==> src/hdl/cart_bus_pkg.sv <==
`default_nettype none

// host side of the cartridge slot
package cart_bus_pkg;

    typedef logic [15:0] addr_t;    // z80 address
    typedef logic [7:0]  data_t;    // z80 data byte
    typedef logic [2:0]  msel_t;    // active low mux group select

    // one host cycle as rebuilt from the mux pins
    typedef struct packed {
        addr_t addr;
        logic  merq_n;
        logic  iorq_n;
        logic  m1_n;
        logic  rd_n;
        logic  wr_n;
        logic  sltsl_n;
    } bus_cycle_t;

    // dot sequencer, select then capture for each pin group
    typedef enum logic [2:0] {
        sel_low,
        cap_low,
        sel_high,
        cap_high,
        sel_ctrl,
        cap_ctrl,
        release_sel,    // all groups off
        idle
    } dot_phase_t;

    localparam data_t IDLE_DATA = 8'hff;    // pulled up bus

endpackage

`default_nettype wire

==> src/hdl/mux_bus_sampler.sv <==
`timescale 1ns/1ps
`default_nettype none

module mux_bus_sampler (
    input  wire                         clk108_w,
    input  wire                         ram_enabled_w,
    input  wire  [7:0]                  mp,
    input  wire                         rd_n,
    input  wire                         wr_n,
    input  wire                         sltsl_n,
    input  wire cart_bus_pkg::msel_t    msel_n,
    input  wire                         capture,
    output cart_bus_pkg::bus_cycle_t    cycle
);
    import cart_bus_pkg::*;

    logic [1:0] rd_sync;
    logic [1:0] wr_sync;
    logic [1:0] sltsl_sync;
    data_t      addr_lo;
    data_t      addr_hi;
    addr_t      addr_q;
    logic       merq_q;
    logic       iorq_q;
    logic       m1_q;
    logic       lo_fresh;   // low byte taken with the strobe already down
    logic       armed;      // whole frame captured inside the strobe
    logic       strobe_low;

    assign strobe_low = ~rd_sync[1] | ~wr_sync[1];

    // strobe synchronizers
    always_ff @(posedge clk108_w or negedge ram_enabled_w) begin
        if (!ram_enabled_w) begin
            rd_sync    <= 2'b11;
            wr_sync    <= 2'b11;
            sltsl_sync <= 2'b11;
        end else begin
            rd_sync    <= {rd_sync[0], rd_n};
            wr_sync    <= {wr_sync[0], wr_n};
            sltsl_sync <= {sltsl_sync[0], sltsl_n};
        end
    end

    always_ff @(posedge clk108_w) begin
        if (capture) begin
            case (msel_n)
                3'b110:  addr_lo <= mp;
                3'b101:  addr_hi <= mp;
                3'b011:  addr_q  <= {addr_hi, addr_lo};   // publish both bytes together
                default: ;
            endcase
        end
    end

    always_ff @(posedge clk108_w or negedge ram_enabled_w) begin
        if (!ram_enabled_w) begin
            merq_q   <= 1'b1;
            iorq_q   <= 1'b1;
            m1_q     <= 1'b1;
            lo_fresh <= 1'b0;
            armed    <= 1'b0;
        end else begin
            if (capture && msel_n == 3'b110)
                lo_fresh <= strobe_low;
            if (capture && msel_n == 3'b011) begin
                merq_q <= mp[0];
                iorq_q <= mp[1];
                m1_q   <= mp[7];
                armed  <= lo_fresh & strobe_low;
            end
            if (!strobe_low) begin  // strobes back up, drop the cycle
                lo_fresh <= 1'b0;
                armed    <= 1'b0;
            end
        end
    end

    // strobes only count once the address belongs to them
    assign cycle = '{addr: addr_q, merq_n: merq_q, iorq_n: iorq_q, m1_n: m1_q,
                     rd_n: rd_sync[1] | ~armed, wr_n: wr_sync[1] | ~armed,
                     sltsl_n: sltsl_sync[1]};

endmodule

`default_nettype wire

==> config.mk <==
export PLATFORM = sky130hd
export DESIGN_NAME = mux_bus_sampler
export DESIGN_NICKNAME = d
export VERILOG_FILES = /design/src/hdl/cart_bus_pkg.sv /design/src/hdl/mux_bus_sampler.sv
export SDC_FILE = /design/constraint.sdc
export NUM_CORES = 1
export LEC_CHECK = 0
export BUFFER_PORTS_ARGS = -buffer_cell sky130_fd_sc_hd__buf_2
export CAP_MARGIN = 20
export CORE_AREA = 4 4 75 77
export CTS_BUF_LIST = sky130_fd_sc_hd__clkbuf_4 sky130_fd_sc_hd__clkbuf_8 sky130_fd_sc_hd__clkbuf_16
export CTS_CLUSTER_DIAMETER = 40
export CTS_CLUSTER_SIZE = 20
export DETAILED_ROUTE_END_ITERATION = 7
export DIE_AREA = 0 0 79 81
export PLACE_DENSITY_LB_ADDON = 0.25
export SYNTH_ARGS = -nofsm -noshare
export SYNTH_HDL_FRONTEND = slang
export SYNTH_SLANG_ARGS = --single-unit
==> constraint.sdc <==
create_clock -name clk108_w -period 2.5 [get_ports clk108_w]
set_clock_uncertainty 0.15 [all_clocks]
set_input_delay 0.375 -clock clk108_w [delete_from_list [all_inputs] [get_ports clk108_w]]
set_output_delay 0.375 -clock clk108_w [all_outputs]
set_load 0.02 [all_outputs]
# ---- Word-level counts from Yosys, hierarchy flattened
# Cells that the tools add are included.
dict set report totals {
  in_bits 17
  output_inout_bits 22
  reg_bits 43
}
dict set report op_classes {
  bitwise_logic 7
  n_mux 4
  reduce_logical 5
  eq_ne 5
}
# cell count
set op_table {}
lappend op_table {{equality test 3 bit, second input constant} 2}
lappend op_table {{AND reduction 2 bit} 3}
lappend op_table {{two-way mux 1 bit} 4}
lappend op_table {{!= test 2 x 1 -> 1 bit, second input constant} 2}
lappend op_table {{equality test 3 x 2 -> 1 bit, second input constant} 1}
lappend op_table {{NOT 1 bit} 3}
lappend op_table {{OR 1 bit} 3}
lappend op_table {{logical AND 1 bit} 2}
lappend op_table {{bitwise AND 1 bit} 1}

# ---- Logic depth before layout (Yosys ltp)
# Gate-level depths: netlist (run 1).
dict set report depth {
  ltp_word 5
  ltp_mapped 3
}

# ---- Least setup slack after synthesis (run 1)
# No wires, ideal clock.
dict set report synth_path {
  path_kind {input-to-reg}
  start {input msel_n[2]}
  end {register armed}
  stages 3
  setup_ns 0.125
  t_required_ns 2.225
  arrival_time_ns 1.108
  slack_ns 1.117
  cell_sequence {and4b_1 > buf_6 > mux2_4}
}
dict set report synth_via {
  elab_chain_cells 3
}
# element line
set synth_rtl {}
lappend synth_rtl {{start, declared} mux_bus_sampler.sv:11} ;# input wire cart_bus_pkg::msel_t msel_n,
lappend synth_rtl {{equality test 3 x 2 -> 1 bit} mux_bus_sampler.sv:66} ;# if (capture && msel_n == 3'b011) begin
lappend synth_rtl {{logical AND 1 bit} mux_bus_sampler.sv:66}
lappend synth_rtl {{!= test 2 x 1 -> 1 bit (no source line)} --}
lappend synth_rtl {{end signal, assigned} mux_bus_sampler.sv:70} ;# armed <= lo_fresh & strobe_low;
lappend synth_rtl {{end, declared} mux_bus_sampler.sv:27} ;# logic armed;
# Every way passes these cells.
# A chain may end at the register's enable or synchronous reset.

==> flow_metrics.py, run 1 <==
metrics = {
    "global_routing": {
        "grt_pass1_wl_um": 3610,
        "grt_overflow": 0,
        "grt_pass1_vias": 719,
        "antenna_found_initial": 0,
        "grt_use_total": 0.0786,
        "grt_max_degree": 17,
    },
    "synthesis": {
        "yosys-mux-area-fraction": 0.0424,
        "syn_area_um2": 1420,
        "mappedNetlistNets": 77,
        "synth_top_family_by_area": "multiplexers",
        "ys_seq_area_frac": 0.881,
        "synthCells": 60,
        "ys_seq_elements": 43,
        "synth_xor_xnor_area_share": 0,
        "syn_area_per_cell_um2": 23.6,
        "yosysWarnings": 0,
        "synth_compound_area_frac": 0.0168,
        "synth_cell_types": 11,
        "synth_fa_ha_area_frac": 0,
        "synth-simple-area-share": 0.0309,
    },
    "clock_tree": {
        "ctsRootBufferMaster": "clkbuf_8",
        "h-tree-depth": 2,
        "cts_made_buffers": 5,
        "tritoncts": "built",
        "post_cts_buffers": 0,
        "clk_pin_slew_worst_paths_ns": 0.07,
        "insertion_delay_ns": 0.28,
        "cts_buffer_depth": 2,
        "clkSinkCount": 43,
    },
    "drt": {
        "num_vias": 663,
        "first_pass_iters": 2,
        "drt-total-wl_um": 2220,
        "ant_nets": 0,
        "post_drt_via_cell_ratio": 3.83,
        "wire_per_inst_um": 12.8,
        "drt_iter0_markers": 77,
        "drc": 0,
    },
    "layout": {
        "drive_above_1_share": 0.592,
        "final_util": 0.351,
        "register_area_um2": 1250,
        "stdcell_count": 173,
        "postLayoutCellArea_um2": 1760,
        "layout_commonest_cell": "buf_2",
        "n_fill_cell": 506,
        "nNetsFinal": 119,
        "syn_to_final_growth_pct": 24.2,
        "diodes": 0,
        "multiInputGateArea_um2": 128,
        "layout_common_cells": "38 x buf_2, 32 x edfxtp_1, 9 x dfstp_2",
    },
    "timing": {
        "setup_viol": 0,
        "worst_pin_slew_ns": 0.480,
        "fmax_mhz": 612,
        "slew_violations": 0,
        "fin_crit_sh": 0.654,
        "max_slew_margin": 0.680,
        "rsz0062_at_grt": "no",
        "period_minus_slack_ns": 1.63,
        "hold_viol": 0,
        "tns_ns": 0,
    },
    "worst_setup_path": {
        "slowest_delay_ns": 0.55,
        "cp-startpoint": "rd_sync[1]$_DFF_PN1_",
        "required_ns": 1.98,
        "path_max_fanout": 4,
        "cp-end-kind": "output pin",
        "path_class": "reg -> out",
        "crit_slowest_cell": "dfstp_2",
        "cp-start-kind": "flip-flop",
        "rr_startpoint": "wr_sync[1]$_DFF_PN1_",
        "arrival_ns": 1.11,
        "cp_cell_sequence": "nand2b_1 > buf_2",
    },
    "placed_design": {
        "gp_congestion": 0.611,
        "io_buffer_count": 38,
        "place_inst": 164,
        "placed_cell_area_um2": 1660,
    },
    "floorplan": {
        "die_h_um": 81,
        "die_area_um2": 6400,
        "num_rows": 26,
        "initial_core_util": 0.283,
        "coreArea_um2": 5010,
        "die_w_um": 79,
        "pin_count": 39,
    },
    "worst_hold_path": {
        "hold_class": "in -> reg",
        "holdCritStartpoint": "sltsl_n",
    },
    "outcome": {
        "outcome": "finished clean",
    },
    "power_and_ir_drop": {
        "p_per_area_nw_per_um2": 752,
        "ir_worst_vdd_mv": 0.289,
        "power_mw": 1.32,
        "leakage_nw": 0.662,
    },
    "flow_run": {
        "cap_violations": 0,
    },
}
sequential cells by signal, summed over array words and instances (netlist names):
| name | count |
|---|---|
| addr_lo | 8 |
| addr_hi | 8 |
| rd_sync | 2 |
| sltsl_sync | 2 |
| armed | 1 |
| m1_q | 1 |
| iorq_q | 1 |
| lo_fresh | 1 |
| wr_sync | 2 |
| addr_q | 16 |
| merq_q | 1 |
final cells by class:
class	instances	share of cell area
Multi-Input combinational cell	12	0.0725
Timing Repair Buffer	40	0.118
Clock inverter	2	0.00711
Tap cell	70	0.0498
Clock buffer	6	0.0434
Sequential cell	43	0.709
critical path: cells and delay by family (launching register included):
kind / cells / cell delay, ns
simple gates: 1 / 0.11
flops: 1 / 0.55
buf+inv: 1 / 0.16
logic make-up after synthesis:
| logic type | count (synthesis) |
|---|---|
| buffers and inverters | 5 |
| and+or+nand+nor | 5 |
| muxes | 4 |
| DFF | 43 |
| AOI/OAI and AO/OA | 3 |
cells in the mapped netlist:
| master | instances | area [um2] |
|---|---|---|
| a21boi_0 | 2 | 15.0 |
| a2bb2oi_1 | 1 | 8.76 |
| and4b_1 | 2 | 20.0 |
| and4b_2 | 1 | 11.3 |
| buf_4 | 4 | 30.0 |
| buf_6 | 1 | 11.3 |
| dfrtp_1 | 2 | 50.1 |
| dfstp_2 | 9 | 236 |
| edfxtp_1 | 32 | 961 |
| mux2_4 | 4 | 60.1 |
| nand2b_1 | 2 | 12.5 |
metal layers:
layer / part of all wire / track usage / up-vias
li1: - / - / 310
met1: 0.39 / 0.0831 / 320
met2: 0.52 / 0.131 / 26
met3: 0.070 / 0.0333 / 7
met4: 0.022 / 0.0464 / 0
met5: 0 / 0 / -
metrics by stage:
step,hold slack (ns),setup slack (ns)
floorplan,-0.0706,1.12
global placement,0.0910,0.828
detailed placement,0.0990,0.762
CTS,0.0212,0.851
global route,0.0116,0.809
finish,0.0330,0.865
report_power, final:
part	leakage, nW	switching, mW	total [mW]	internal (mW)
sequential	0.412	0.0106	0.817	0.806
clock	0.0408	0.219	0.425	0.205
combinational	0.209	0.0441	0.0819	0.0377
worst paths after layout:
check / endpoint / cells past startpoint / slack, ns
worst max-delay path: cycle[2] / 2 / 0.87
worst min-delay path: sltsl_sync[0]$_DFF_PN1_ / 1 / 0.03
worst max register to register: armed$_DFFE_PN0P_ / 2 / 1.35
worst min register to register: wr_sync[1]$_DFF_PN1_ / 0 / 0.21
max in group asynchronous: iorq_q$_DFFE_PN1P_ / 2 / 1.62
min in group asynchronous: armed$_DFFE_PN0P_ / 2 / 0.32
what timing repair did:
action                                  in CTS  in global routing
endpoints found under the hold margin        2                  0
endpoints found under the setup margin       0                  0
gates resized for setup                      0                  0
hold buffers                                 1                  0
Note: power is estimated with default switching activity, not from simulation.
==> inputs of run 2 (changes only) <==
==> constraint.sdc (replaced) <==
create_clock -name clk108_w -period 1.6 [get_ports clk108_w]
set_clock_uncertainty 0.15 [all_clocks]
set_input_delay 0.24 -clock clk108_w [delete_from_list [all_inputs] [get_ports clk108_w]]
set_output_delay 0.24 -clock clk108_w [all_outputs]
set_load 0.02 [all_outputs]
==> flow_metrics.py, run 2 (synthesized netlist as in run 1, its figures left out) <==
metrics = {
    "outcome": {
        "outcome": "finished clean",
    },
    "timing": {
        "fmax_mhz": 661,
        "tns_ns": 0,
        "period_minus_slack_ns": 1.51,
        "rsz0062_at_grt": "no",
        "worst_pin_slew_ns": 0.451,
        "setup_viol": 0,
        "fin_crit_sh": 0.946,
        "max_slew_margin": 0.699,
        "slew_violations": 0,
        "hold_viol": 0,
    },
    "layout": {
        "top_regs": "addr_q (16), addr_hi (8), addr_lo (8)",
        "n_fill_cell": 495,
        "top_register": "addr_q",
        "syn_to_final_growth_pct": 31.4,
        "layout_commonest_cell": "buf_2",
        "diodes": 0,
        "layout_common_cells": "38 x buf_2, 32 x edfxtp_1, 10 x dlygate4sd3_1",
        "drive_above_1_share": 0.549,
        "postLayoutCellArea_um2": 1860,
        "largest_reg_flops": 16,
        "nNetsFinal": 129,
        "stdcell_count": 183,
    },
    "floorplan": {
        "die_area_um2": 6400,
        "die_h_um": 81,
        "die_w_um": 79,
        "pin_count": 39,
        "num_rows": 26,
        "initial_core_util": 0.283,
        "coreArea_um2": 5010,
    },
    "clock_tree": {
        "post_cts_buffers": 0,
        "clk_pin_slew_worst_paths_ns": 0.08,
        "ctsRootBufferMaster": "clkbuf_8",
        "cts_buffer_depth": 2,
        "insertion_delay_ns": 0.29,
        "clkSinkCount": 43,
        "ctsResizeCount": 0,
        "cts_made_buffers": 5,
        "tritoncts": "built",
        "h-tree-depth": 2,
    },
    "placed_design": {
        "hpwl_um": 1580,
        "place_inst": 165,
        "gp_congestion": 0.609,
        "placed_cell_area_um2": 1670,
        "io_buffer_count": 38,
    },
    "power_and_ir_drop": {
        "leakage_nw": 0.709,
        "power.switching_fraction": 0.217,
        "p_seq_frac": 0.608,
        "power_mw": 2.10,
        "clockPowerShare": 0.324,
        "switchingPower_mw": 0.457,
        "p_comb_frac": 0.068,
        "internal-power_mw": 1.65,
        "ir_worst_vdd_mv": 0.566,
        "p_per_area_nw_per_um2": 1130,
    },
    "drt": {
        "ant_nets": 0,
        "first_pass_iters": 4,
        "wire_per_inst_um": 12.1,
        "num_vias": 690,
        "post_drt_via_cell_ratio": 3.77,
        "drt-total-wl_um": 2220,
        "drc": 0,
        "drt_iter0_markers": 32,
    },
    "worst_setup_path": {
        "required_ns": 1.21,
        "cp-end-kind": "output pin",
        "path_class": "reg -> out",
        "cp-start-kind": "flip-flop",
        "arrival_ns": 1.12,
        "path_max_fanout": 4,
    },
    "worst_hold_path": {
        "hold_class": "in -> reg",
    },
    "global_routing": {
        "grt_pass1_vias": 739,
        "grt_max_degree": 17,
        "grt_pass1_wl_um": 3650,
        "grt_overflow": 0,
        "antenna_found_initial": 0,
        "grt_use_total": 0.0782,
    },
    "flow_run": {
        "cap_violations": 0,
    },
}
run 2: changes by cell type in the layout (fill, tap and decap cells not counted):
cell	previous run	this run
buf_4	1	2
clkinv_4	0	2
clkbuf_4	1	0
clkinvlp_2	1	0
dlygate4sd3_1	1	10
run 2: through the flow:
| step | hold slack (ns) | setup WS (ns) | utilization |
|---|---|---|---|
| global route | 0.00620 | 0.0181 | 0.372 |
| detailed placement | -0.0312 | 0.190 | 0.333 |
| CTS | 0.00752 | 0.0634 | 0.372 |
| floorplan | -0.206 | 0.352 | - |
| finish | 0.0131 | 0.0865 | 0.372 |
| global placement | -0.0374 | 0.242 | 0.333 |
run 2: worst max-delay path, cell delays in order, from the launching register on:
cell and delay [ns]:
dfstp_2 0.56, nand2b_1 0.11, buf_2 0.17
run 2: path summary, 6_finish.rpt:
check                                              from                 endpoint  slack [ns]  cells past startpoint
worst max register to register     rd_sync[1]$_DFF_PN1_        armed$_DFFE_PN0P_        0.44                      2
worst min register to register  sltsl_sync[0]$_DFF_PN1_  sltsl_sync[1]$_DFF_PN1_        0.21                      0
max in group asynchronous                 ram_enabled_w       merq_q$_DFFE_PN1P_        0.85                      2
worst min-delay path                              mp[7]     addr_hi[7]$_DFFE_PP_        0.01                      1
worst max-delay path               rd_sync[1]$_DFF_PN1_                 cycle[2]        0.09                      2
min in group asynchronous                 ram_enabled_w     lo_fresh$_DFFE_PN0P_        0.19                      2
run 2: power by group through the flow:
stage                     clock network [mW]  logic [mW]  registers [mW]
final                                  0.682       0.143            1.28
after detailed placement                   0       0.126            1.30
after floorplan                            0      0.0933            1.30
after global routing                   0.760       0.156            1.28
after global placement                     0       0.124            1.30
after CTS                              0.712       0.146            1.28
run 2: cell type report:
| class | instances | area, um2 | share of cell area |
|---|---|---|---|
| sequential | 43 | 1250 | 0.670 |
| timing repair buffer | 50 | 305 | 0.164 |
| multi-input combinational | 12 | 128 | 0.0685 |
| tap | 70 | 87.6 | 0.0470 |
| clock buffer | 5 | 68.8 | 0.0370 |
| clock inverter | 3 | 25.0 | 0.0134 |
run 2: metal layers:
layer  share of wire  up-vias  global-route usage
met4           0.018        0              0.0464
met3           0.086        5              0.0333
met1            0.39      335              0.0791
li1                -      326                   -
met5               0        -                   0
met2            0.51       24               0.135
run 2: timing repair:
action	4_1_cts	5_1_grt
hold buffers	10	0
hold endpoints to repair	26	0
endpoints found under the setup margin	0	0
