[src/hdl/cart_bus_pkg.sv]
`default_nettype none

// host side of the cartridge slot
package cart_bus_pkg;

    typedef logic [15:0] addr_t;    // z80 address
    typedef logic [7:0]  data_t;    // z80 data byte
    typedef logic [2:0]  msel_t;    // active low mux group select

    // one host cycle as rebuilt from the mux pins
    typedef struct packed {
        addr_t addr;
        logic  merq_n;
        logic  iorq_n;
        logic  m1_n;
        logic  rd_n;
        logic  wr_n;
        logic  sltsl_n;
    } bus_cycle_t;

    // dot sequencer, select then capture for each pin group
    typedef enum logic [2:0] {
        sel_low,
        cap_low,
        sel_high,
        cap_high,
        sel_ctrl,
        cap_ctrl,
        release_sel,    // all groups off
        idle
    } dot_phase_t;

    localparam data_t IDLE_DATA = 8'hff;    // pulled up bus

endpackage

`default_nettype wire

[src/hdl/sdc_pkg.sv]
`default_nettype none

// sd controller window and card reader interface
package sdc_pkg;

    typedef logic [31:0] sector_t;

    localparam logic [15:0] SDC_SDATA  = 16'h7c00;  // 512 byte transfer area
    localparam logic [15:0] SDC_ENABLE = 16'h7e00;  // bit 0 opens the window
    localparam logic [15:0] SDC_CMD    = 16'h7e01;
    localparam logic [15:0] SDC_STATUS = 16'h7e02;
    localparam logic [15:0] SDC_SADDR  = 16'h7e03;  // 4 bytes, lsb first
    localparam logic [15:0] SDC_C_SIZE = 16'h7e07;  // 3 bytes
    localparam logic [15:0] SDC_CTYPE  = 16'h7e0a;
    localparam logic [15:0] SDC_MID    = 16'h7e0b;
    localparam logic [15:0] SDC_PSN    = 16'h7e0c;  // 4 bytes
    localparam logic [15:0] SDC_END    = 16'h7eff;

    localparam logic [7:0] MAPPER_PORT = 8'h8f;

    typedef struct packed {
        logic [1:0]  card_type;     // 0 unknown, 1 sdv1, 2 sdv2, 3 sdhc
        logic [21:0] c_size;
        logic [7:0]  mid;
        logic [31:0] psn;
    } card_info_t;

    typedef struct packed {
        logic    rstart;
        logic    wstart;
        logic    init;
        sector_t sector;
    } card_req_t;

    typedef struct packed {
        logic busy;
        logic done;
        logic crc_error;
        logic timeout_error;
    } card_stat_t;

    typedef enum logic [1:0] {konami, konami_scc, ascii16, ascii8} mapper_type_t;

endpackage

`default_nettype wire

[src/hdl/sdc_register_file.sv]
`timescale 1ns/1ps
`default_nettype none

module sdc_register_file #(
    parameter int BUF_ADDR_BITS = 9
) (
    input  wire                             clk108_w,
    input  wire                             ram_enabled_w,
    input  wire cart_bus_pkg::bus_cycle_t   cycle,
    input  wire cart_bus_pkg::data_t        cd_in,
    input  wire                             sdc_enable_wr,
    input  wire                             sdc_sel,
    input  wire sdc_pkg::card_stat_t        stat,
    input  wire sdc_pkg::card_info_t        info,
    output logic                            sd_enabled,
    output sdc_pkg::card_req_t              req,
    output cart_bus_pkg::data_t             reg_rdata
);
    import cart_bus_pkg::*;
    import sdc_pkg::*;

    // register window spans half the sector area
    localparam int OFS_BITS = BUF_ADDR_BITS - 1;

    logic [OFS_BITS-1:0] ofs;
    logic                host_wr;
    logic                host_rd;
    logic                rstart_q;
    logic                wstart_q;
    logic                init_q;
    sector_t             sector_q;

    function automatic logic [OFS_BITS-1:0] ofs_of(input logic [15:0] a);
        return a[OFS_BITS-1:0];
    endfunction

    assign ofs     = cycle.addr[OFS_BITS-1:0];
    assign host_wr = sdc_sel & ~cycle.wr_n;
    assign host_rd = sdc_sel & ~cycle.rd_n;

    ////////////////////////////////////////////////////////////
    // host writes
    always_ff @(posedge clk108_w or negedge ram_enabled_w) begin
        if (!ram_enabled_w) begin
            sd_enabled <= 1'b0;
            rstart_q   <= 1'b0;
            wstart_q   <= 1'b0;
            init_q     <= 1'b0;
            sector_q   <= '0;
        end else begin
            if (sdc_enable_wr)
                sd_enabled <= cd_in[0];
            if (stat.done) begin    // reader finished, drop the request
                rstart_q <= 1'b0;
                wstart_q <= 1'b0;
            end
            if (host_wr) begin
                case (ofs)
                    ofs_of(SDC_CMD): begin
                        rstart_q <= rstart_q | cd_in[0];
                        wstart_q <= wstart_q | cd_in[1];
                        init_q   <= init_q | cd_in[7];
                    end
                    ofs_of(SDC_SADDR):         sector_q[7:0]   <= cd_in;
                    ofs_of(SDC_SADDR + 16'd1): sector_q[15:8]  <= cd_in;
                    ofs_of(SDC_SADDR + 16'd2): sector_q[23:16] <= cd_in;
                    ofs_of(SDC_SADDR + 16'd3): sector_q[31:24] <= cd_in;
                    default: ;
                endcase
            end
        end
    end

    assign req = '{rstart: rstart_q, wstart: wstart_q, init: init_q, sector: sector_q};

    ////////////////////////////////////////////////////////////
    // host reads
    always_ff @(posedge clk108_w) begin
        if (host_rd) begin
            case (ofs)
                ofs_of(SDC_ENABLE):         reg_rdata <= {7'd0, sd_enabled};
                ofs_of(SDC_STATUS):
                    reg_rdata <= {stat.busy, 5'd0, stat.timeout_error, stat.crc_error};
                ofs_of(SDC_C_SIZE):         reg_rdata <= info.c_size[7:0];
                ofs_of(SDC_C_SIZE + 16'd1): reg_rdata <= info.c_size[15:8];
                ofs_of(SDC_C_SIZE + 16'd2): reg_rdata <= {2'd0, info.c_size[21:16]};
                ofs_of(SDC_CTYPE):          reg_rdata <= {6'd0, info.card_type};
                ofs_of(SDC_MID):            reg_rdata <= info.mid;
                ofs_of(SDC_PSN):            reg_rdata <= info.psn[7:0];
                ofs_of(SDC_PSN + 16'd1):    reg_rdata <= info.psn[15:8];
                ofs_of(SDC_PSN + 16'd2):    reg_rdata <= info.psn[23:16];
                ofs_of(SDC_PSN + 16'd3):    reg_rdata <= info.psn[31:24];
                default:                    reg_rdata <= IDLE_DATA;
            endcase
        end
    end

endmodule

`default_nettype wire

[config.mk]
export PLATFORM = sky130hd
export DESIGN_NAME = sdc_register_file
export DESIGN_NICKNAME = d
export VERILOG_FILES = /design/src/hdl/cart_bus_pkg.sv /design/src/hdl/sdc_pkg.sv /design/src/hdl/sdc_register_file.sv
export SDC_FILE = /design/constraint.sdc
export NUM_CORES = 1
export LEC_CHECK = 0
export BUFFER_PORTS_ARGS = -buffer_cell sky130_fd_sc_hd__buf_4
export CELL_PAD_IN_SITES_DETAIL_PLACEMENT = 1
export CELL_PAD_IN_SITES_GLOBAL_PLACEMENT = 1
export CORE_ASPECT_RATIO = 0.7
export CORE_MARGIN = 2
export CORE_UTILIZATION = 29
export CTS_CLUSTER_SIZE = 14
export DETAILED_ROUTE_END_ITERATION = 8
export PLACE_DENSITY_LB_ADDON = 0.1
export SKIP_LAST_GASP = 1
export SLEW_MARGIN = 5
export SYNTH_ARGS = -nofsm -noshare
export SYNTH_HDL_FRONTEND = slang
export SYNTH_SLANG_ARGS = --single-unit
[constraint.sdc]
create_clock -name clk108_w -period 0.9 [get_ports clk108_w]
set_input_delay 0.045 -clock clk108_w [delete_from_list [all_inputs] [get_ports clk108_w]]
set_output_delay 0.045 -clock clk108_w [all_outputs]
set_load 0.005 [all_outputs]
[Word level (Yosys, flattened, before mapping)]
Cells that the tools add are included.
Operators by class
  bitwise operators: 7
  mux-type cells: 7
  $mul: 0
  magnitude comparators: 0
  reductions and logical operators: 6
  shift-type cells: 0
  eq/ne operators: 15
  $add $sub $neg: 0
  div/mod/pow operators: 0
Operators by type and width (count)
  $pmux 8 s11: 1
  $eq 8x4->1 const B: 8
  $eq 8x3->1 const B: 4
  $eq 8x2->1 const B: 2
  $reduce_and 2->1: 5
  $eq 8x1->1 const B: 1
  $logic_not 8->1: 1
  $mux 1: 6
  $or 1x1->1: 3
  $and 1x1->1: 2
  $not 1->1: 2
Word-level totals
  latch bits: 0
  memory bits (writable): 0
  register bits after elaboration: 44
  logic and storage cells: 44
  output and inout port bits: 44
  memories kept: 0
  ROM bits: 0
  input bits: 102

[Longest topological paths before layout]
Gate-level depths: netlist (run 1).
  depth after elaboration: 3
  gate-level depth with buffers: 6
  mapped depth without buffers: 4

[Worst setup path before layout (run 1)]
OpenSTA, ideal clock, no wires.
  path type: input to register
  start: input cycle[11] (netlist name)
  end: register reg_rdata[5] (data pin)
  setup time: 0.269 ns
  data arrival time: 1.210 ns
  setup slack: -0.579 ns
  cell stages on the path: 5
  buffers on the path: 1
  data required time: 0.631 ns
  cells stage by stage: or4_4 -> buf_6 -> a21o_2 -> a2111oi_2 -> nand3_1
Between the ends
  longest elaborated chain between the ends: 2
  elaborated cells on any way between the ends: 12
  those cells by class: eq/ne: 10; mux: 1; reduce/logical: 1
RTL lines
  start, declared: line sdc_register_file.sv:9  | input wire cart_bus_pkg::bus_cycle_t cycle,
  $eq 8x4->1, or another cell as far along: line sdc_register_file.sv:80  | case (ofs)
  $pmux 8 s11 (*): line sdc_register_file.sv:80
  end signal, assigned: line sdc_register_file.sv:81  | ofs_of(SDC_ENABLE): reg_rdata <= {7'd0, sd_enabled};
  end signal, assigned: line sdc_register_file.sv:83  | reg_rdata <= {stat.busy, 5'd0, stat.timeout_error, stat.crc_error};
  end signal, assigned: line sdc_register_file.sv:84  | ofs_of(SDC_C_SIZE): reg_rdata <= info.c_size[7:0];
  end, declared: line sdc_register_file.sv:17  | output cart_bus_pkg::data_t reg_rdata
Mark *: on every way between the ends. The rest lies on a longest branch, timed or not.
A chain may end at the register's enable or synchronous reset.

[Worst setup path after layout (run 1)]
  start: input cycle[12] (netlist name)
  end: register reg_rdata[5] (data pin)
Same word-level chain as after synthesis.

==> run metrics, run 1 <==
status=complete, but fails checks; violated checks=negative setup slack; Final WS setup=-0.384 ns; Die Y=81.7 um; Worst Setup Start Kind=primary input; Worst-path clk slew=0.06 ns; Final Critical Period=1.28 ns; M3 GR Usage=4.28%; Post-DP Area=3970 um^2; Final Wtd Congestion=0.828; CP arrival=1.31 ns; total negative slack=-9.86 ns; max-cap viol count=0; hold crit path type=in2reg; Buffers on Ports=133; GRT Overall Usage=19.0%; Area Growth Syn to Fin=70.0%; Area contributors post-synth=dfrtp_1, mux2_2, edfxtp_1; worst-path maximum fanout=7; FF+latch count, synth=44; number of global-route vias before repair=2611; Starting Density=29.7%; cell type with the largest total area after synthesis=dfrtp_1; Slew Viols, Final=0; LEAKAGE=2.13 nW; vias per cell=4.89; pwr dens=1200 nW/um^2; Antenna diodes=0; DR pass1 iterations=4; asr flop ratio synth=81.8%; first-pass GRT wire length=13600 um; Worst Path Required=0.92 ns; Core ar.=8410 um^2; CTS tree=built; met1 Use GR=27.2%; total power draw=5.10 mW; Cell Area, Synth=2500 um^2; nets=490; clock sinks=44; CP endpoint kind=register; Routed Antenna Nets=0; VDD IR max=676 uV; final cell area excluding filler cells=4250 um^2; Post-Syn Instances=216; I/O pin total=146; routed wire length=8760 um; hpwl dp=7060 um; largest net degree at the start of global routing=37; worst-margin pin slew=0.471 ns; Core Util, Final=50.6%; total number of vias=2414; CTS root buf=clkbuf_16; H-tree Lvls=2; sequential area share after synthesis=45.6%; CTS Buf Count=5; Setup Viol. Count Final=44; mean post-synth cell area=11.6 um^2; yosys warns=0; top cell type's share of synthesized area=36.0%; most common cell after layout, fill and taps aside=buf_4; clock skew=0.000463 ns; unrepaired setup endpoints after global routing=true; syn_nets=318; Post-synth EDFFs=8; Hold Fails Final Rpt=0; drc violations=0; gr ovfl total=0; FMAX=0.779 GHz; Cell Rows=28; initial antenna violation count=0; CP Class=in2reg; Tcrit/Tclk final=143%; Initial DRC Count=70; Setup WS pre-CTS=-0.703 ns; layout cell share with drive strength beyond 1=62.7%; max_slew headroom=68.5%; Clock Path Buffers=2; die area=9400 um^2; ys flop type=dfrtp_1; Worst-Skew Late Latency=0.28 ns; met2 global-route usage=29.9%; Die X=115 um; grt peak-use layer=met2; average wire per standard cell=17.7 um; post-synth cell types=50; most frequent cells in the layout=buf_4, dfrtp_1, mux2_2, buf_6, a21oi_1
==> cell families after synthesis <==
logic type             Yosys count  share of synthesized area [%]
AO/OA/AOI/OAI                   52                           14.7
flip-flops                      44                           45.6
AND/OR/NAND/NOR                 58                           15.3
multiplexers                    45                           21.1
buffers and inverters           17                           3.40
==> synthesized netlist by cell type (all sizes together) (3+ instances only) <==
| cell | number |
|---|---|
| mux2 | 37 |
| dfrtp | 36 |
| a21oi | 12 |
| nor2 | 11 |
| nand2 | 9 |
| nand3 | 9 |
| buf | 8 |
| edfxtp | 8 |
| mux2i | 8 |
| o21ai | 8 |
| clkbuf | 7 |
| nor2b | 6 |
| a22oi | 5 |
| a31oi | 5 |
| and3 | 5 |
| nand3b | 5 |
| a22o | 4 |
| and2 | 3 |
| nand2b | 3 |
==> registers in the layout, summed over array words and instances, names as in the netlist <==
| register | count |
|---|---|
| init_q | 1 |
| rstart_q | 1 |
| sd_enabled | 1 |
| reg_rdata | 8 |
| wstart_q | 1 |
| sector_q | 32 |
==> area by class of cell <==
class,count,area [um^2]
fill,943,4160
tap,105,131
inverter,2,7.51
multi-input combinational,155,1370
clock inverter,1,5.00
timing repair buffer,180,1440
clock buffer,7,154
sequential,44,1140
==> metal layers <==
metal / vias to the layer above / routed length [um]
met5: - / 0
met4: 0 / 19
met3: 3 / 540
met2: 75 / 3870
met1: 1176 / 4330
li1: 1160 / -
==> worst max-delay path, stage by stage <==
cell       delay, ns
buf_6           0.09
or4_4           0.62
a21o_4          0.25
a2111oi_4       0.19
nand3_1         0.10
==> path summary, 6_finish.rpt <==
path	from	endpoint	slack (ns)	cells past startpoint
setup / recovery	cycle[12]	reg_rdata[5]$_DFFE_PP_	-0.38	5
hold / removal	sdc_enable_wr	sd_enabled$_DFFE_PN0P_	0.01	2
setup reg to reg	sd_enabled$_DFFE_PN0P_	reg_rdata[0]$_DFFE_PP_	-0.25	3
hold reg to reg	init_q$_DFFE_PN0P_	init_q$_DFFE_PN0P_	0.47	1
max in group asynchronous	ram_enabled_w	sector_q[30]$_DFFE_PN0P_	0.31	2
min in group asynchronous	ram_enabled_w	sector_q[13]$_DFFE_PN0P_	0.26	2
==> power by group <==
part / switching (mW) / internal (mW)
Combinational: 0.420 / 0.611
Clock: 0.745 / 1.19
Sequential: 0.0367 / 2.09
==> repair_timing <==
action	in CTS	in global routing
hold buffers	2	0
resized for setup	13	8
hold endpoints to repair	37	0
endpoints found under the setup margin	46	48
setup buffers	3	2
pin swaps	4	4
==> per-stage QoR <==
stage	std cells	hold slack (ns)
finish	494	0.0121
global route	494	0.00983
CTS	494	0.00627
detailed placement	482	0.0351
global placement	482	0.0287
floorplan	216	-0.251
Note: power is estimated with default switching activity, not from simulation.
==> run 2, diff against run 1 <==
Settings changed: HOLD_SLACK_MARGIN set to 0.03.
==> run metrics, run 2 (synthesized netlist as in run 1, its figures left out) <==
unrepaired setup endpoints after global routing=true; Area Growth Syn to Fin=72.6%; Slew Viols, Final=0; H-tree Lvls=2; Setup WS pre-CTS=-0.703 ns; R2R depth=3; pwr dens=1190 nW/um^2; Antenna diodes=0; VDD IR max=676 uV; worst-margin pin slew=0.468 ns; Die Y=81.7 um; gr ovfl total=0; CP Class=in2reg; Worst-Skew Late Latency=0.28 ns; DR pass1 iterations=4; CP endpoint kind=register; largest net degree at the start of global routing=37; hpwl dp=7060 um; hold path depth=2; worst-path maximum fanout=7; Multi-input gate area=1370 um^2; DP Cell Count=482; layout cell share with drive strength beyond 1=61.6%; Initial DRC Count=92; Tcrit/Tclk final=144%; Hold Fails Final Rpt=0; Setup Viol. Count Final=44; vias per cell=4.91; die area=9400 um^2; average wire per standard cell=17.6 um; CP arrival=1.31 ns; GRT Overall Usage=19.1%; Fillers=943; total number of vias=2462; CTS root buf=clkbuf_16; most frequent cells in the layout=buf_4, dfrtp_1, mux2_2, buf_6, a21oi_1; routed wire length=8830 um; Worst Path Required=0.91 ns; FMAX=0.770 GHz; total negative slack=-9.95 ns; violated checks=negative setup slack; Clock Path Buffers=2; Die X=115 um; nets=497; CTS tree=built; Worst Setup Start Kind=primary input; Top reg by flops=sector_q; clock skew=0.00130 ns; I/O pin total=146; Post-Layout Cell Count=501; max reg flops=32; hold crit path type=in2reg; sequential cell area=1140 um^2; CTS Buf Count=5; Starting Density=29.7%; Worst-path clk slew=0.06 ns; Cell Rows=28; Final WS setup=-0.398 ns; Final Critical Period=1.30 ns; Routed Antenna Nets=0; first-pass GRT wire length=13600 um; Final Wtd Congestion=0.828; Core ar.=8410 um^2; Largest regs=sector_q (32), reg_rdata (8); most common cell after layout, fill and taps aside=buf_4; initial antenna violation count=0; status=complete, but fails checks; max_slew headroom=68.8%; LEAKAGE=2.15 nW; clock sinks=44; Buffers on Ports=133; drc violations=0; max-cap viol count=0; number of global-route vias before repair=2627
==> run 2: area by class of cell <==
cell class | instances | share of cell area, %
timing repair buffer | 187 | 34.9
clock inverter | 1 | 0.116
inverter | 2 | 0.174
multi-input combinational | 155 | 31.7
sequential | 44 | 26.4
tap | 105 | 3.04
clock buffer | 7 | 3.56
==> run 2: critical path, cell delays in order <==
cell,delay (ns)
buf_6,0.09
or4_4,0.62
a21o_4,0.25
a31oi_1,0.18
o211ai_1,0.13
==> run 2: stage by stage <==
stage	instance area, um^2	hold WS [ns]	util, %	total power [mW]
3_3_place_gp	3970	0.0287	47.2	3.15
6_report	4320	0.0390	51.4	5.12
4_1_cts	4300	0.0375	51.1	5.20
3_5_place_dp	3970	0.0351	47.2	3.17
2_1_floorplan	2560	-0.251	-	2.49
5_1_grt	4320	0.0423	51.4	5.38
==> run 2: path summary, 6_finish.rpt <==
| kind | startpoint | endpoint | slack [ns] |
|---|---|---|---|
| min | cd_in[0] | sector_q[16]$_DFFE_PN0P_ | 0.04 |
| min reg2reg | init_q$_DFFE_PN0P_ | init_q$_DFFE_PN0P_ | 0.47 |
| max reg2reg | sd_enabled$_DFFE_PN0P_ | reg_rdata[0]$_DFFE_PP_ | -0.24 |
| min in group asynchronous | ram_enabled_w | sector_q[13]$_DFFE_PN0P_ | 0.26 |
| max | cycle[12] | reg_rdata[6]$_DFFE_PP_ | -0.40 |
| max in group asynchronous | ram_enabled_w | sector_q[30]$_DFFE_PN0P_ | 0.31 |
==> run 2: per-layer routing <==
layer	share of wire (%)	track usage [%]
met1	49	27.3
met2	44	30.3
met3	6.4	4.28
met4	0.091	2.89
met5	0	0
==> run 2: power by group <==
group | switching (mW) | internal, mW | total, mW
combinational | 0.425 | 0.628 | 1.05
sequential | 0.0367 | 2.09 | 2.13
clock | 0.745 | 1.19 | 1.94
==> run 2: timing repair <==
item,in CTS,in global routing
hold endpoints to repair,57,0
pin swaps,4,4
setup endpoints to repair,46,47
setup buffers,3,1
gates resized for setup,13,6
hold buffers,9,0
==> run 3, diff against run 2 <==
Settings changed: GPL_TIMING_DRIVEN set to 0, SKIP_LAST_GASP 1 to not set.
==> run metrics, run 3 (synthesized netlist as in run 1, its figures left out) <==
CTS tree=built; Setup Viol. Count Final=43; Setup WS pre-CTS=-1.01 ns; worst r2r src=sd_enabled$_DFFE_PN0P_; R2R depth=3; first-pass GRT wire length=14100 um; pwr dens=1220 nW/um^2; worst-path maximum fanout=3; max-cap viol count=0; drc violations=0; initial antenna violation count=0; VDD IR max=547 uV; Tcrit/Tclk final=148%; Worst Setup Start Kind=primary input; hold crit path type=in2reg; max_slew headroom=64.0%; nets=482; worst-margin pin slew=0.537 ns; Slew Viols, Final=0; Core ar.=8410 um^2; Die X=115 um; Antenna diodes=0; most common cell after layout, fill and taps aside=buf_4; Starting Density=29.7%; die area=9400 um^2; Top reg by flops=sector_q; CP Class=in2reg; Initial DRC Count=68; Worst-path clk slew=0.07 ns; Worst Path Required=0.91 ns; unrepaired setup endpoints after global routing=true; status=complete, but fails checks; hold path depth=2; CP arrival=1.34 ns; routed wire length=9110 um; FMAX=0.751 GHz; number of global-route vias before repair=2571; Hold Fails Final Rpt=0; Largest regs=sector_q (32), reg_rdata (8); Cell Rows=28; Buffers on Ports=133; total number of vias=2411; DR pass1 iterations=4; Final Critical Period=1.33 ns; I/O pin total=146; Worst-Skew Late Latency=0.28 ns; hold_ws=0.0357 ns; average wire per standard cell=18.7 um; crit path launch=cycle[12]; largest net degree at the start of global routing=37; HP Start=cd_in[0]; Final WS setup=-0.432 ns; max reg flops=32; vias per cell=4.96; most frequent cells in the layout=buf_4, dfrtp_1, mux2_2, buf_6, mux2_4; gr ovfl total=0; layout cell share with drive strength beyond 1=63.8%; clock sinks=44; CP endpoint kind=register; GRT Overall Usage=20.2%; LEAKAGE=2.13 nW; CTS root buf=clkbuf_16; clock skew=0.000624 ns; Die Y=81.7 um; Routed Antenna Nets=0; Hold EP=sector_q[16]$_DFFE_PN0P_; Final Wtd Congestion=0.760; hpwl dp=6910 um; Area Growth Syn to Fin=74.1%; Worst R2R End=reg_rdata[0]$_DFFE_PP_; Clock Path Buffers=2; H-tree Lvls=2; flop-to-flop setup slack=-0.23 ns; violated checks=negative setup slack; CTS Buf Count=5
==> run 3: cell count changes in the layout (fill, tap and decap cells not counted), moves of 3 or more <==
cell / delta
buf_4: -23
clkbuf_4: +3
a31oi_1: -3
buf_8: +3
==> run 3: power breakdown <==
part           switching [mW]  internal, mW
Clock                   0.788          1.32
Sequential             0.0316          2.09
Combinational           0.454         0.613
Total                    1.27          4.03
==> run 3: critical path, stage by stage <==
cell and delay [ns]:
buf_8 0.09, or4_4 0.56, buf_4 0.18, buf_4 0.15
a31oi_2 0.17, o2111ai_2 0.14
==> run 3: worst max-delay path by stage <==
stage                              to  slack, ns  cells after the start
2_1_floorplan  reg_rdata[5]$_DFFE_PP_      -0.54                      5
3_3_place_gp   reg_rdata[4]$_DFFE_PP_      -0.97                      7
3_5_place_dp   reg_rdata[4]$_DFFE_PP_      -1.01                      7
4_1_cts        reg_rdata[5]$_DFFE_PP_      -0.47                      5
5_1_grt        reg_rdata[1]$_DFFE_PP_      -0.44                      6
6_report       reg_rdata[1]$_DFFE_PP_      -0.43                      6
==> run 3: routing by layer <==
metal	vias to the layer above	track usage [%]	part of all wire, %
li1	1146	-	-
met2	85	31.8	46
met1	1176	28.3	47
met5	-	0	0
met4	0	3.61	0.59
met3	4	5.24	6.7
==> run 3: area by class of cell <==
type                       count  area [um^2]
tap                          105          131
sequential                    44         1140
buffer                         9         86.3
clock buffer                   5          125
clock inverter                 3         45.0
inverter                       2         7.51
multi-input combinational    155         1480
fill                         928         4050
timing repair buffer         163         1340
==> run 3: metrics by stage <==
step,instances,area (um^2),util [%],setup TNS [ns],power (mW)
2_1_floorplan,216,2560,-,-13.72,2.49
3_3_place_gp,454,3690,43.9,-34.10,3.04
3_5_place_dp,454,3690,43.9,-35.21,3.06
4_1_cts,485,4230,50.3,-10.13,5.32
5_1_grt,486,4360,51.8,-9.81,5.54
6_report,486,4360,51.8,-8.68,5.30
==> run 3: what timing repair did <==
action                                  in CTS  in global routing
buffers inserted                            17                  5
endpoints found under the setup margin      46                 55
pin swaps                                   11                 11
hold buffers                                 9                  0
gates resized for setup                     37                 21
endpoints found under the hold margin       58                  0
